--- src/rtl/rv_pkg.sv ---
package rv_pkg;

  // rv32i instruction formats, all views of one 32-bit word
  typedef struct packed {
    logic [6:0] funct7;
    logic [4:0] rs2;
    logic [4:0] rs1;
    logic [2:0] funct3;
    logic [4:0] rd;
    logic [6:0] opcode;
  } r_fmt_t;

  typedef struct packed {
    logic [11:0] imm;
    logic [4:0]  rs1;
    logic [2:0]  funct3;
    logic [4:0]  rd;
    logic [6:0]  opcode;
  } i_fmt_t;

  typedef struct packed {
    logic [6:0] imm_hi;
    logic [4:0] rs2;
    logic [4:0] rs1;
    logic [2:0] funct3;
    logic [4:0] imm_lo;
    logic [6:0] opcode;
  } s_fmt_t;

  typedef struct packed {
    logic       imm12;
    logic [5:0] imm10_5;
    logic [4:0] rs2;
    logic [4:0] rs1;
    logic [2:0] funct3;
    logic [3:0] imm4_1;
    logic       imm11;
    logic [6:0] opcode;
  } b_fmt_t;

  typedef struct packed {
    logic [19:0] imm;
    logic [4:0]  rd;
    logic [6:0]  opcode;
  } u_fmt_t;

  typedef struct packed {
    logic       imm20;
    logic [9:0] imm10_1;
    logic       imm11;
    logic [7:0] imm19_12;
    logic [4:0] rd;
    logic [6:0] opcode;
  } j_fmt_t;

  typedef union packed {
    r_fmt_t r;
    i_fmt_t i;
    s_fmt_t s;
    b_fmt_t b;
    u_fmt_t u;
    j_fmt_t j;
  } inst_u;

  typedef enum logic [3:0] {
    alu_add, alu_sub, alu_sll, alu_slt, alu_sltu, alu_xor,
    alu_srl, alu_sra, alu_or, alu_and, alu_pass_b
  } alu_op_e;

  typedef enum logic [1:0] {res_alu, res_mem, res_pc4} result_src_e;
  // pc_branch is only a candidate until execute qualifies it
  typedef enum logic [1:0] {pc_seq, pc_branch, pc_jal, pc_jalr} pc_src_e;
  typedef enum logic [1:0] {fwd_reg, fwd_mem, fwd_wb} fwd_sel_e;
  typedef enum logic [2:0] {imm_i, imm_s, imm_b, imm_u, imm_j} imm_sel_e;
  // encoding matches funct3[1:0] of loads and stores
  typedef enum logic [1:0] {size_byte, size_half, size_word} mem_size_e;

  typedef struct packed {
    alu_op_e     alu_op;
    logic        alu_src_imm;
    logic        a_src_pc;
    pc_src_e     pc_src;
    logic [2:0]  branch_funct3;
    logic        mem_req;
    logic        mem_write;
    mem_size_e   mem_size;
    logic        load_signed;
    result_src_e result_src;
    logic        reg_write;
  } ctrl_t;

  typedef struct packed {
    logic     stall_f;
    logic     stall_d;
    logic     flush_d;
    logic     flush_e;
    fwd_sel_e fwd_a;
    fwd_sel_e fwd_b;
  } hazard_t;

  typedef struct packed {
    logic [4:0] d_rs1;
    logic [4:0] d_rs2;
    logic [4:0] e_rs1;
    logic [4:0] e_rs2;
    logic [4:0] e_rd;
    logic [4:0] m_rd;
    logic [4:0] w_rd;
  } reg_addr_t;

endpackage
--- src/rtl/rv_core_top.sv ---
`timescale 1ns/1ps

module rv_core_top import rv_pkg::*; #(
  parameter logic [31:0] reset_pc = 32'h0000_0000
) (
  input  logic        clk,
  input  logic        rst_n,
  input  logic [31:0] idt,
  input  logic [31:0] rdata,
  output logic [31:0] iad,
  output logic [31:0] dad,
  output logic [31:0] wdata,
  output logic        mreq,
  output logic        write,
  output mem_size_e   size
);

  // datapath to controller and hazard unit
  inst_u     inst_d;
  logic      branch_taken_e;
  reg_addr_t regs;

  // per-stage control bundles
  ctrl_t     ctrl_d;
  ctrl_t     ctrl_e;
  ctrl_t     ctrl_m;
  ctrl_t     ctrl_w;
  imm_sel_e  imm_sel;

  hazard_t   hz;

  rv_datapath #(
    .reset_pc(reset_pc)
  ) u_datapath (
    .clk            (clk),
    .rst_n          (rst_n),
    .idt            (idt),
    .rdata          (rdata),
    .ctrl_d         (ctrl_d),
    .ctrl_e         (ctrl_e),
    .ctrl_m         (ctrl_m),
    .ctrl_w         (ctrl_w),
    .imm_sel        (imm_sel),
    .hz             (hz),
    .iad            (iad),
    .dad            (dad),
    .wdata          (wdata),
    .inst_d         (inst_d),
    .branch_taken_e (branch_taken_e),
    .regs           (regs)
  );

  rv_controller u_controller (
    .clk            (clk),
    .rst_n          (rst_n),
    .inst_d         (inst_d),
    .branch_taken_e (branch_taken_e),
    .hz             (hz),
    .ctrl_d         (ctrl_d),
    .ctrl_e         (ctrl_e),
    .ctrl_m         (ctrl_m),
    .ctrl_w         (ctrl_w),
    .imm_sel        (imm_sel),
    .mreq           (mreq),
    .write          (write),
    .size           (size)
  );

  rv_hazard_unit u_hazard_unit (
    .regs   (regs),
    .ctrl_e (ctrl_e),
    .ctrl_m (ctrl_m),
    .ctrl_w (ctrl_w),
    .hz     (hz)
  );

endmodule

--- src/rtl/rv_datapath.sv ---
`timescale 1ns/1ps

module rv_datapath import rv_pkg::*; #(
  parameter logic [31:0] reset_pc = 32'h0000_0000
) (
  input  logic        clk,
  input  logic        rst_n,
  input  logic [31:0] idt,
  input  logic [31:0] rdata,
  input  ctrl_t       ctrl_d,
  input  ctrl_t       ctrl_e,
  input  ctrl_t       ctrl_m,
  input  ctrl_t       ctrl_w,
  input  imm_sel_e    imm_sel,
  input  hazard_t     hz,
  output logic [31:0] iad,
  output logic [31:0] dad,
  output logic [31:0] wdata,
  output inst_u       inst_d,
  output logic        branch_taken_e,
  output reg_addr_t   regs
);

  logic [31:0] pc_f;
  logic [31:0] pc_d, imm_d, rd1_d, rd2_d;
  logic [4:0]  rs1_d, rs2_d;
  logic [31:0] pc_e, imm_e, rd1_e, rd2_e;
  logic [4:0]  rs1_e, rs2_e, rd_e;
  logic [31:0] opa_e, opb_e, src_a, src_b, alu_y, target_e;
  logic [31:0] alu_m, store_m, pc4_m, fwd_m, rdata_sh, load_m;
  logic [4:0]  rd_m;
  logic [31:0] alu_w, load_w, pc4_w, result_w;
  logic [4:0]  rd_w;

  // fetch
  always_ff @(posedge clk or negedge rst_n) begin
    if (!rst_n) begin
      pc_f <= reset_pc;
    end else if (ctrl_e.pc_src != pc_seq) begin
      pc_f <= target_e;
    end else if (!hz.stall_f) begin
      pc_f <= pc_f + 32'd4;
    end
  end

  assign iad = pc_f;

  always_ff @(posedge clk or negedge rst_n) begin
    if (!rst_n) begin
      inst_d <= '0;
    end else if (hz.flush_d) begin
      inst_d <= '0;
    end else if (!hz.stall_d) begin
      inst_d <= idt;
    end
  end

  always_ff @(posedge clk) begin
    if (!hz.stall_d) begin
      pc_d <= pc_f;
    end
  end

  // decode
  // sources the instruction does not read are reported as x0
  assign rs1_d = ctrl_d.a_src_pc ? 5'd0 : inst_d.r.rs1;
  assign rs2_d = (ctrl_d.alu_src_imm && !ctrl_d.mem_write) ? 5'd0 : inst_d.r.rs2;

  rv_regfile u_regfile (
    .clk   (clk),
    .rst_n (rst_n),
    .ra1   (inst_d.r.rs1),
    .ra2   (inst_d.r.rs2),
    .rd1   (rd1_d),
    .rd2   (rd2_d),
    .we    (ctrl_w.reg_write),
    .wa    (rd_w),
    .wd    (result_w)
  );

  always_comb begin
    case (imm_sel)
      imm_i: imm_d = {{20{inst_d.i.imm[11]}}, inst_d.i.imm};
      imm_s: imm_d = {{20{inst_d.s.imm_hi[6]}}, inst_d.s.imm_hi, inst_d.s.imm_lo};
      imm_b: imm_d = {{20{inst_d.b.imm12}}, inst_d.b.imm11, inst_d.b.imm10_5,
                      inst_d.b.imm4_1, 1'b0};
      imm_u: imm_d = {inst_d.u.imm, 12'd0};
      imm_j: imm_d = {{12{inst_d.j.imm20}}, inst_d.j.imm19_12, inst_d.j.imm11,
                      inst_d.j.imm10_1, 1'b0};
      default: imm_d = '0;
    endcase
  end

  // register addresses along the pipe, cleared with the bubble
  always_ff @(posedge clk or negedge rst_n) begin
    if (!rst_n) begin
      rs1_e <= '0;
      rs2_e <= '0;
      rd_e <= '0;
      rd_m <= '0;
      rd_w <= '0;
    end else begin
      rs1_e <= hz.flush_e ? 5'd0 : rs1_d;
      rs2_e <= hz.flush_e ? 5'd0 : rs2_d;
      rd_e <= hz.flush_e ? 5'd0 : inst_d.r.rd;
      rd_m <= rd_e;
      rd_w <= rd_m;
    end
  end

  always_ff @(posedge clk) begin
    pc_e <= pc_d;
    imm_e <= imm_d;
    rd1_e <= rd1_d;
    rd2_e <= rd2_d;
  end

  // execute
  always_comb begin
    case (hz.fwd_a)
      fwd_mem: opa_e = fwd_m;
      fwd_wb:  opa_e = result_w;
      default: opa_e = rd1_e;
    endcase
    case (hz.fwd_b)
      fwd_mem: opb_e = fwd_m;
      fwd_wb:  opb_e = result_w;
      default: opb_e = rd2_e;
    endcase
  end

  assign src_a = ctrl_e.a_src_pc ? pc_e : opa_e;
  assign src_b = ctrl_e.alu_src_imm ? imm_e : opb_e;

  always_comb begin
    case (ctrl_e.alu_op)
      alu_add:    alu_y = src_a + src_b;
      alu_sub:    alu_y = src_a - src_b;
      alu_sll:    alu_y = src_a << src_b[4:0];
      alu_slt:    alu_y = {31'd0, $signed(src_a) < $signed(src_b)};
      alu_sltu:   alu_y = {31'd0, src_a < src_b};
      alu_xor:    alu_y = src_a ^ src_b;
      alu_srl:    alu_y = src_a >> src_b[4:0];
      alu_sra:    alu_y = $unsigned($signed(src_a) >>> src_b[4:0]);
      alu_or:     alu_y = src_a | src_b;
      alu_and:    alu_y = src_a & src_b;
      alu_pass_b: alu_y = src_b;
      default:    alu_y = '0;
    endcase
  end

  always_comb begin
    case (ctrl_e.branch_funct3)
      3'b000:  branch_taken_e = (opa_e == opb_e);
      3'b001:  branch_taken_e = (opa_e != opb_e);
      3'b100:  branch_taken_e = ($signed(opa_e) < $signed(opb_e));
      3'b101:  branch_taken_e = ($signed(opa_e) >= $signed(opb_e));
      3'b110:  branch_taken_e = (opa_e < opb_e);
      3'b111:  branch_taken_e = (opa_e >= opb_e);
      default: branch_taken_e = 1'b0;
    endcase
  end

  // jalr drops bit 0 of the sum
  assign target_e = (ctrl_e.pc_src == pc_jalr) ? ((opa_e + imm_e) & ~32'd1)
                                               : (pc_e + imm_e);

  always_ff @(posedge clk) begin
    alu_m <= alu_y;
    store_m <= opb_e;
    pc4_m <= pc_e + 32'd4;
  end

  // memory
  assign dad = alu_m;
  assign wdata = store_m << {alu_m[1:0], 3'b000};
  assign fwd_m = (ctrl_m.result_src == res_pc4) ? pc4_m : alu_m;
  assign rdata_sh = rdata >> {alu_m[1:0], 3'b000};

  always_comb begin
    case (ctrl_m.mem_size)
      size_byte: load_m = {{24{ctrl_m.load_signed & rdata_sh[7]}}, rdata_sh[7:0]};
      size_half: load_m = {{16{ctrl_m.load_signed & rdata_sh[15]}}, rdata_sh[15:0]};
      default:   load_m = rdata;
    endcase
  end

  always_ff @(posedge clk) begin
    alu_w <= alu_m;
    load_w <= load_m;
    pc4_w <= pc4_m;
  end

  // writeback
  always_comb begin
    case (ctrl_w.result_src)
      res_mem: result_w = load_w;
      res_pc4: result_w = pc4_w;
      default: result_w = alu_w;
    endcase
  end

  always_comb begin
    regs.d_rs1 = rs1_d;
    regs.d_rs2 = rs2_d;
    regs.e_rs1 = rs1_e;
    regs.e_rs2 = rs2_e;
    regs.e_rd = rd_e;
    regs.m_rd = rd_m;
    regs.w_rd = rd_w;
  end

endmodule

--- src/rtl/rv_controller.sv ---
`timescale 1ns/1ps

module rv_controller import rv_pkg::*; (
  input  logic     clk,
  input  logic     rst_n,
  input  inst_u    inst_d,
  input  logic     branch_taken_e,
  input  hazard_t  hz,
  output ctrl_t    ctrl_d,
  output ctrl_t    ctrl_e,
  output ctrl_t    ctrl_m,
  output ctrl_t    ctrl_w,
  output imm_sel_e imm_sel,
  output logic     mreq,
  output logic     write,
  output mem_size_e size
);

  localparam logic [6:0] op_lui    = 7'b0110111;
  localparam logic [6:0] op_auipc  = 7'b0010111;
  localparam logic [6:0] op_jal    = 7'b1101111;
  localparam logic [6:0] op_jalr   = 7'b1100111;
  localparam logic [6:0] op_branch = 7'b1100011;
  localparam logic [6:0] op_load   = 7'b0000011;
  localparam logic [6:0] op_store  = 7'b0100011;
  localparam logic [6:0] op_imm    = 7'b0010011;
  localparam logic [6:0] op_reg    = 7'b0110011;

  ctrl_t ctrl_e_q;

  // funct7[5] means sub only for register ops, sra for both
  function automatic alu_op_e decode_alu(input logic [2:0] f3, input logic f7_5,
                                         input logic is_reg);
    case (f3)
      3'b000:  decode_alu = (is_reg && f7_5) ? alu_sub : alu_add;
      3'b001:  decode_alu = alu_sll;
      3'b010:  decode_alu = alu_slt;
      3'b011:  decode_alu = alu_sltu;
      3'b100:  decode_alu = alu_xor;
      3'b101:  decode_alu = f7_5 ? alu_sra : alu_srl;
      3'b110:  decode_alu = alu_or;
      default: decode_alu = alu_and;
    endcase
  endfunction

  // unknown opcodes (and the all-zero bubble) decode to an empty bundle
  always_comb begin
    ctrl_d = '0;
    imm_sel = imm_i;
    case (inst_d.r.opcode)
      op_lui, op_auipc: begin
        ctrl_d.alu_op = (inst_d.r.opcode == op_lui) ? alu_pass_b : alu_add;
        ctrl_d.alu_src_imm = 1'b1;
        ctrl_d.a_src_pc = 1'b1;
        ctrl_d.reg_write = 1'b1;
        imm_sel = imm_u;
      end
      op_jal, op_jalr: begin
        ctrl_d.alu_src_imm = 1'b1;
        ctrl_d.a_src_pc = (inst_d.r.opcode == op_jal);
        ctrl_d.pc_src = (inst_d.r.opcode == op_jal) ? pc_jal : pc_jalr;
        ctrl_d.result_src = res_pc4;
        ctrl_d.reg_write = 1'b1;
        imm_sel = (inst_d.r.opcode == op_jal) ? imm_j : imm_i;
      end
      op_branch: begin
        ctrl_d.pc_src = pc_branch;
        ctrl_d.branch_funct3 = inst_d.b.funct3;
        imm_sel = imm_b;
      end
      op_load, op_store: begin
        ctrl_d.alu_src_imm = 1'b1;
        ctrl_d.mem_req = 1'b1;
        ctrl_d.mem_write = (inst_d.r.opcode == op_store);
        ctrl_d.mem_size = mem_size_e'(inst_d.i.funct3[1:0]);
        ctrl_d.load_signed = !inst_d.i.funct3[2];
        ctrl_d.result_src = res_mem;
        ctrl_d.reg_write = (inst_d.r.opcode == op_load);
        imm_sel = (inst_d.r.opcode == op_store) ? imm_s : imm_i;
      end
      op_imm, op_reg: begin
        ctrl_d.alu_op = decode_alu(inst_d.r.funct3, inst_d.r.funct7[5],
                                   inst_d.r.opcode == op_reg);
        ctrl_d.alu_src_imm = (inst_d.r.opcode == op_imm);
        ctrl_d.reg_write = 1'b1;
      end
      default: ;
    endcase
  end

  // flush_e covers both the branch flush and the load-use bubble
  always_ff @(posedge clk or negedge rst_n) begin
    if (!rst_n) begin
      ctrl_e_q <= '0;
      ctrl_m <= '0;
      ctrl_w <= '0;
    end else begin
      ctrl_e_q <= hz.flush_e ? '0 : ctrl_d;
      ctrl_m <= ctrl_e;
      ctrl_w <= ctrl_m;
    end
  end

  // a branch that is not taken falls through
  always_comb begin
    ctrl_e = ctrl_e_q;
    if (ctrl_e_q.pc_src == pc_branch && !branch_taken_e) begin
      ctrl_e.pc_src = pc_seq;
    end
  end

  assign mreq = ctrl_m.mem_req;
  assign write = ctrl_m.mem_write;
  assign size = ctrl_m.mem_size;

endmodule

--- src/rtl/rv_hazard_unit.sv ---
`timescale 1ns/1ps

module rv_hazard_unit import rv_pkg::*; (
  input  reg_addr_t regs,
  input  ctrl_t     ctrl_e,
  input  ctrl_t     ctrl_m,
  input  ctrl_t     ctrl_w,
  output hazard_t   hz
);

  logic load_use;
  logic redirect;

  // youngest producer wins, x0 never forwards
  function automatic fwd_sel_e pick_fwd(input logic [4:0] rs);
    if (rs != 5'd0 && ctrl_m.reg_write && rs == regs.m_rd) begin
      pick_fwd = fwd_mem;
    end else if (rs != 5'd0 && ctrl_w.reg_write && rs == regs.w_rd) begin
      pick_fwd = fwd_wb;
    end else begin
      pick_fwd = fwd_reg;
    end
  endfunction

  // load in execute feeding the instruction in decode
  assign load_use = ctrl_e.reg_write && ctrl_e.result_src == res_mem &&
                    regs.e_rd != 5'd0 &&
                    (regs.e_rd == regs.d_rs1 || regs.e_rd == regs.d_rs2);

  // pc_src is already qualified by the branch outcome
  assign redirect = (ctrl_e.pc_src != pc_seq);

  always_comb begin
    hz.fwd_a = pick_fwd(regs.e_rs1);
    hz.fwd_b = pick_fwd(regs.e_rs2);
    hz.stall_f = load_use;
    hz.stall_d = load_use;
    hz.flush_d = redirect;
    hz.flush_e = redirect || load_use;
  end

endmodule

--- src/rtl/rv_regfile.sv ---
`timescale 1ns/1ps

module rv_regfile (
  input  logic        clk,
  input  logic        rst_n,
  input  logic [4:0]  ra1,
  input  logic [4:0]  ra2,
  output logic [31:0] rd1,
  output logic [31:0] rd2,
  input  logic        we,
  input  logic [4:0]  wa,
  input  logic [31:0] wd
);

  // x0 has no storage
  logic [31:0] rf [1:31];

  always_ff @(posedge clk or negedge rst_n) begin
    if (!rst_n) begin
      for (int i = 1; i < 32; i++) begin
        rf[i] <= '0;
      end
    end else if (we && wa != 5'd0) begin
      rf[wa] <= wd;
    end
  end

  // same-cycle write is visible to decode
  function automatic logic [31:0] read_reg(input logic [4:0] ra);
    if (ra == 5'd0) begin
      read_reg = '0;
    end else if (we && wa == ra) begin
      read_reg = wd;
    end else begin
      read_reg = rf[ra];
    end
  endfunction

  always_comb rd1 = read_reg(ra1);
  always_comb rd2 = read_reg(ra2);

endmodule

--- config.mk ---
export PLATFORM = sky130hd
export DESIGN_NAME = rv_core_top
export DESIGN_NICKNAME = d
export VERILOG_FILES = /design/src/rtl/rv_pkg.sv /design/src/rtl/rv_core_top.sv /design/src/rtl/rv_datapath.sv /design/src/rtl/rv_controller.sv /design/src/rtl/rv_hazard_unit.sv /design/src/rtl/rv_regfile.sv
export SDC_FILE = /design/constraint.sdc
export NUM_CORES = 2
export LEC_CHECK = 0
export ABC_AREA = 1
export BUFFER_PORTS_ARGS = -buffer_cell sky130_fd_sc_hd__buf_2
export CORE_MARGIN = 2
export CORE_UTILIZATION = 25
export CTS_BUF_LIST = sky130_fd_sc_hd__clkbuf_16
export CTS_CLUSTER_SIZE = 25
export DETAILED_ROUTE_END_ITERATION = 10
export HOLD_SLACK_MARGIN = 0.1
export PLACE_DENSITY_LB_ADDON = 0.2
export SYNTH_ARGS = -nofsm -noshare
export SYNTH_HDL_FRONTEND = slang
export SYNTH_SLANG_ARGS = --single-unit
--- constraint.sdc ---
create_clock -name clk -period 3.9 [get_ports clk]
set_input_delay 0.39 -clock clk [delete_from_list [all_inputs] [get_ports clk]]
set_output_delay 0.39 -clock clk [all_outputs]
set_load 0.01 [all_outputs]
**Yosys cells after proc, flatten, opt, wreduce, memory -nomap -nowiden**

Cells that the tools add are included.
W data, S select, Z words.

- Register bits after elaboration: 1463
- Bits in latches: 0
- Memory bits (writable): 0
- ROM bits: 0
- Input port bits: 66
- Output and inout port bits: 100
- Logic and storage cells: 247
- Memories: 0

- Add/sub/neg operators: 6
- Multiply operators: 0
- Div/mod/pow operators: 0
- Magnitude comparators: 10
- Equality and inequality tests: 56
- Shift-type cells: 5
- Multiplexer cells: 53
- Bitwise logic cells: 8
- Reduce and logical (&&, ||, !) cells: 41

Operators by type and width:

| kind | number |
|---|---|
| $bwmux W992 | 1 |
| $mux W32 | 15 |
| $pmux W32 S11 | 1 |
| $bmux W32 S5 | 2 |
| $pmux W32 S2 | 4 |
| $demux W32 S5 | 1 |
| $pmux W32 S5 | 1 |
| $lt A32 B32 Y1 | 4 |
| $add A32 B32 Y32 | 3 |
| $add A32 B3 Y32 const B | 2 |
| $ge A32 B32 Y1 | 2 |
| $shl A32 B5 Y32 | 2 |
| $eq A5 B5 Y1 | 8 |
| $and A32 B32 Y32 | 1 |
| $eq A32 B32 Y1 | 1 |
| $ne A32 B32 Y1 | 1 |
| $or A32 B32 Y32 | 1 |
| $shr A32 B5 Y16 | 1 |
| $shr A32 B5 Y32 | 1 |
| $sshr A32 B5 Y32 | 1 |
| $sub A32 B32 Y32 | 1 |
| $xor A32 B32 Y32 | 1 |
| $mux W5 | 6 |
| $pmux W4 S7 | 1 |
| other kinds (39) | 117 |

**Longest topological paths before layout**

- Depth after elaboration: 15
- Depth in mapped cells: 36

**Modules after synthesis**

From an unflattened synthesis, not the netlist that was laid out.

- Cells, all modules: 13230
- Area, all modules: 90281.6 um2

By module, submodules not included:

| module | times used | cells an instance | area an instance (um2) | seq. area each (um2) |
|---|---|---|---|---|
| rv_regfile | 1 | 8106 | 56063.8 | 24823.8 |
| rv_datapath | 1 | 4816 | 31575.3 | 9594.2 |
| rv_controller | 1 | 177 | 2040.7 | 1401.3 |
| rv_hazard_unit | 1 | 131 | 601.8 | 0.0 |

**Worst setup path after synthesis**

OpenSTA, ideal clock, no wires.

- Path type: register -> register
- Start point: register u_controller.ctrl_w[1] (netlist name)
- End point: register u_datapath.alu_m[30] (netlist: u_datapath.dad[30])
- Arrival: 4.148 ns
- Path slack: -0.362 ns
- Stages on the path, launching flop included: 31
- Path buffers: 3
- Clock period less this slack: 4.262 ns
- Cell sequence: dfrtp_1 inv_1 ha_1 inv_2 buf_2 buf_2 o21a_1 buf_2 inv_1 nand2_1 and3_1 inv_1 o21ai_0 inv_1 ha_1 inv_1 nor2_1 inv_1 nor3_1 nand3_1 nand3_1 a21o_1 nand2_1 nand2_1 a21boi_0 o21ai_0 nand2_1 nand2_1 nor2_1 nor2_1 nand2_1

- Longest elaborated chain between the ends: 6
- Elaborated cells between the ends (all ways): 16
- Classes of those cells: add/sub: 2; eq/ne: 2; shift: 3; mux: 6; bitwise: 3

Ends and longest elaborated chain:

| item | RTL line | source |
|---|---|---|
| $eq A2 B2 Y1 / $eq A2 B1 Y1 (equally long branches) | rv_datapath.sv:196 | `case (ctrl_w.result_src)` |
| $pmux W32 S2 * | rv_datapath.sv:196 |  |
| $pmux W32 S2 * | rv_datapath.sv:125 | `case (hz.fwd_b)` |
| via u_datapath.opb_e[5] | rv_datapath.sv:29 | `logic [31:0] opa_e, opb_e, src_a, src_b, alu_y, target_e;` |
| $mux W32 * | rv_datapath.sv:133 | `assign src_b = ctrl_e.alu_src_imm ? imm_e : opb_e;` |
| $sub A32 B32 Y32 / $add A32 B32 Y32 (equally long branches) | rv_datapath.sv:138, rv_datapath.sv:137 |  |
| $pmux W32 S11 * | rv_datapath.sv:136 | `case (ctrl_e.alu_op)` |
| end signal, assigned | rv_datapath.sv:169 | `alu_m <= alu_y;` |
| end, declared | rv_datapath.sv:30 | `logic [31:0] alu_m, store_m, pc4_m, fwd_m, rdata_sh, load_m;` |

Mark *: on every way through the listed nets, which the timed path passes. The rest lies on a longest branch.
A chain may end at the register's enable or synchronous reset.

**Final worst setup path**

- Start point: register u_controller.ctrl_w[2] (netlist name)
- End point: register u_datapath.inst_d[20] (netlist bit)

- Longest elaborated chain between the ends: 10
- Elaborated cells between the ends (all ways): 18
- Classes of those cells: order compare: 4; eq/ne: 5; mux: 6; reduce/logical: 3

Ends and longest elaborated chain:

| item | RTL line | source |
|---|---|---|
| $eq A2 B2 Y1 / $eq A2 B1 Y1 (equally long branches) | rv_datapath.sv:196 |  |
| $pmux W32 S2 * | rv_datapath.sv:196 |  |
| $pmux W32 S2 * | rv_datapath.sv:125 |  |
| via u_datapath.opb_e[14] | rv_datapath.sv:29 |  |
| $ge A32 B32 Y1, or another cell as far along | rv_datapath.sv:159 | `3'b111: branch_taken_e = (opa_e >= opb_e);` |
| $pmux W1 S6 * | rv_datapath.sv:153 | `case (ctrl_e.branch_funct3)` |
| $logic_not A1 Y1 * | rv_controller.sv:107 | `if (ctrl_e_q.pc_src == pc_branch && !branch_taken_e) begin` |
| $logic_and A1 B1 Y1 * | rv_controller.sv:107 |  |
| $mux W2 * | rv_controller.sv:107 |  |
| $reduce_bool A2 Y1 * | rv_hazard_unit.sv:31 | `assign redirect = (ctrl_e.pc_src != pc_seq);` |
| $ne A2 B2 Y1 (no line) / $mux W32 (equally long branches) | n/a |  |
| end signal, assigned | rv_datapath.sv:54 | `inst_d <= idt;` |
| end, declared | rv_datapath.sv:19 | `output inst_u inst_d,` |

Marks and branches as above.

==> flow_metrics.env <==
export IMPL_outcome="complete, but fails checks"
export IMPL_failed_checks="negative setup slack"
export IMPL_wl_microns=457000
export IMPL_fill_cells=36300
export IMPL_synth_compound_area_frac=0.263
export IMPL_fin_cells=17200
export IMPL_yosysWarnings=0
export IMPL_start_util=0.252
export IMPL_internal_power_w=0.0338
export IMPL_syn_nets=11800
export IMPL_grt_setup_unrepaired="true"
export IMPL_maxCapViolCount=0
export IMPL_synth_ff_type="dfrtp_1"
export IMPL_dr_pass1_iters=7
export IMPL_ioPinCount=166
export IMPL_seq_area_frac_synth=0.415
export IMPL_hold_class="in -> reg"
export IMPL_cts_made_buffers=186
export IMPL_hold_violations=0
export IMPL_crit_path_start_kind="flop"
export IMPL_grt_pass1_vias=84700
export IMPL_synth_common_cells="nand2_1 (2026), o21ai_0 (1563), inv_1 (1331), a21oi_1 (1311), dfrtp_1 (1111)"
export IMPL_yosys_cell_count_top_type="nand2_1"
export IMPL_synth_top_family_by_area="compound AO/OA/AOI/OAI gates"
export IMPL_drive_above_1_share=0.197
export IMPL_grt_max_degree=155
export IMPL_dp_cells=16700
export IMPL_tritoncts="built"
export IMPL_path_class="reg -> reg"
export IMPL_top_register="u_datapath.u_regfile.rf"
export IMPL_synth_edf_count=32
export IMPL_p_comb_frac=0.358
export IMPL_worst_pin_slew_ns=1.19
export IMPL_portBuffers=165
export IMPL_final_area_sq_um=110000
export IMPL_setup_violations=128
export IMPL_multi_input_area_sq_um=43700
export IMPL_dp_final_hpwl_microns=316000
export IMPL_p_switching_w=0.0222
export IMPL_gr_usage_all_layers=0.258
export IMPL_synth_xor_area_frac=0.00858
export IMPL_p_leak_nw=48.6
export IMPL_slew_violations=0
export IMPL_synthSimpleGateAreaFrac=0.181
export IMPL_cpPeakStageDelay_ns=0.42
export IMPL_cts_sinks=1463
export IMPL_clk_path_buf_depth=4
export IMPL_synthAdderAreaFrac=0.0296
export IMPL_seqPwrFrac=0.341
export IMPL_p_per_area_nw_per_um2=510
export IMPL_dieWidth_microns=586
export IMPL_drt_initial_drc_count=10400
export IMPL_synth_top_area_share=0.328
export IMPL_cp_arrival_ns=5.15
export IMPL_dpl_instance_area_sq_um=99800
export IMPL_power_w=0.0560
export IMPL_gp_congestion=0.996
export IMPL_ant_nets=0
export IMPL_ys_async_sr_fraction=0.759
export IMPL_root_buffer="clkbuf_16"
export IMPL_rrSetupSlack_ns=-0.53
export IMPL_fin_nets=12800
export IMPL_sw_frac_of_total=0.396
export IMPL_crit_fanout=19
export IMPL_syn_to_final_growth_pct=29.6
export IMPL_synth_area_sq_um=84700
export IMPL_final_setup_skew_ns=0.0558
export IMPL_synth_largest_area_cell="dfrtp_1"
export IMPL_grt_pass1_wl_microns=642000
export IMPL_htreeDepth=4
export IMPL_largest_reg_flops=992
export IMPL_crit_path_end_kind="flop"
export IMPL_seqCellArea_sq_um=35200
export IMPL_dr_total_vias=89600
export IMPL_worstPathRequired_ns=4.62
export IMPL_rows=213
export IMPL_core_area_sq_um=337000
export IMPL_wire_per_inst_microns=26.6
export IMPL_die_h_microns=586
export IMPL_worst_slack_ns=-0.528
export IMPL_globalRouteOverflowTotal=0
export IMPL_synthesis_instances=11500
export IMPL_period_needed_ns=4.43
export IMPL_clockPowerShare=0.301
export IMPL_crit_top_cell="buf_4"
export IMPL_syn_area_per_cell_sq_um=7.35
export IMPL_period_share=1.14
export IMPL_synth_mux_area_frac=0.00120
export IMPL_ys_seq_elements=1463
export IMPL_antenna_found_initial=21
export IMPL_synth_area_leaders="dfrtp_1 (33%), o21ai_0 (9.2%), nand2_1 (9.0%)"
export IMPL_fmax_mhz=226
export IMPL_fp_dieArea_sq_um=344000
export IMPL_post_synth_num_cell_types=70
export IMPL_peakVddDrop_mv=0.328
export IMPL_worst_path_max_delay_cell="dfrtp_1"
export IMPL_slew_headroom=0.207
export IMPL_route_detailed_drc=0
export IMPL_path_clk_slew_ns=0.06
export IMPL_worstSkewPairLatency_ns=0.89
export IMPL_vias_per_cell=5.21
power by group through the flow:
stage / sequential, W / combinational (W) / clock [W]
3_5_place_dp: 0.0192 / 0.0186 / 0
5_1_grt: 0.0192 / 0.0213 / 0.0177
3_3_place_gp: 0.0193 / 0.0187 / 0
6_report: 0.0191 / 0.0200 / 0.0169
2_1_floorplan: 0.0184 / 0.00874 / 0
4_1_cts: 0.0190 / 0.0190 / 0.0171
layer usage:
| layer | GRT usage | vias up | share of wire |
|---|---|---|---|
| met1 | 0.373 | 43800 | 0.46 |
| met5 | 0 | - | 0.00012 |
| met4 | 0.0995 | 8 | 0.045 |
| met3 | 0.0416 | 787 | 0.080 |
| met2 | 0.380 | 3886 | 0.42 |
| li1 | - | 41100 | - |
placed cells by master (no fill, tap or decap), types with 60 or more instances in the layout:
master | netlist | layout
buf_2 | 93 | 164
o21ai_0 | 1563 | 1472
o221ai_1 | 505 | 504
o22ai_1 | 66 | 66
ha_1 | 194 | 154
a21oi_1 | 1311 | 1261
clkbuf_16 | 0 | 198
inv_2 | 25 | 60
o21ai_1 | 23 | 63
or2_2 | 80 | 78
xor2_1 | 69 | 69
buf_4 | 21 | 1196
nand3_1 | 622 | 538
o211ai_1 | 74 | 74
nand2_2 | 4 | 97
dfrtp_1 | 1111 | 1097
nor2_1 | 825 | 761
buf_12 | 0 | 134
nand2_1 | 2026 | 1904
inv_1 | 1331 | 1317
dfxtp_1 | 320 | 318
nand3_2 | 2 | 66
dlygate4sd3_1 | 0 | 71
area by class of cell:
| type | count | area share |
|---|---|---|
| sequential | 1463 | 0.321 |
| clock buffer | 188 | 0.0428 |
| multi-input combinational | 7844 | 0.398 |
| tap | 4515 | 0.0514 |
| inverter | 1371 | 0.0477 |
| timing repair buffer | 1642 | 0.130 |
| antenna | 14 | 0.000319 |
| clock inverter | 143 | 0.00915 |
final timing paths:
path	from	endpoint	cells after the start
max	u_controller.ctrl_w[2]	u_datapath.inst_d[20]	29
min	rdata[13]	u_datapath.load_w[5]	4
max reg2reg	u_controller.ctrl_w[2]	u_datapath.inst_d[20]	29
min reg2reg	u_datapath.pc_d[27]	u_datapath.pc_e[27]	0
max in group asynchronous	rst_n	u_datapath.u_regfile.rf[726]	3
min in group asynchronous	rst_n	u_datapath.u_regfile.rf[84]	3
cell families (layout without fill, tap and decap cells):
group / after synthesis / after routing
adders and majority gates: 198 / 198
muxes: 10 / 10
DFF: 1463 / 1463
buffers and inverters: 2223 / 3344
xor gates and xnor gates: 83 / 83
other: 0 / 14
and+or+nand+nor: 3716 / 3716
AOI/OAI and AO/OA: 3837 / 3837
per-stage QoR:
stage	worst slack [ns]	setup TNS, ns	hold slack, ns	util
floorplan	-0.0105	-0.0105	0.0944	-
CTS	-0.568	-59.34	0.104	0.317
global placement	-1.23	-125.69	0.324	0.296
detailed placement	-1.15	-120.21	0.327	0.296
global route	-0.688	-73.62	0.175	0.326
finish	-0.528	-50.58	0.173	0.326
worst max-delay path, delay by kind of cell (launching register included):
kind,cells,cell delay (ns)
AOI/OAI and AO/OA,3,0.47
adders and majority gates,2,0.56
buffers and inverters,12,1.43
DFF,1,0.42
and+or+nand+nor,12,1.36
repair_timing:
action | 4_1_cts | 5_1_grt
cloned | 0 | 15
pin swaps | 13 | 143
hold buffers | 72 | 0
resized for setup | 149 | 587
endpoints found under the setup margin | 130 | 130
buffers inserted | 8 | 52
hold endpoints to repair | 1050 | 0
Power figures use the tool's default switching activity.
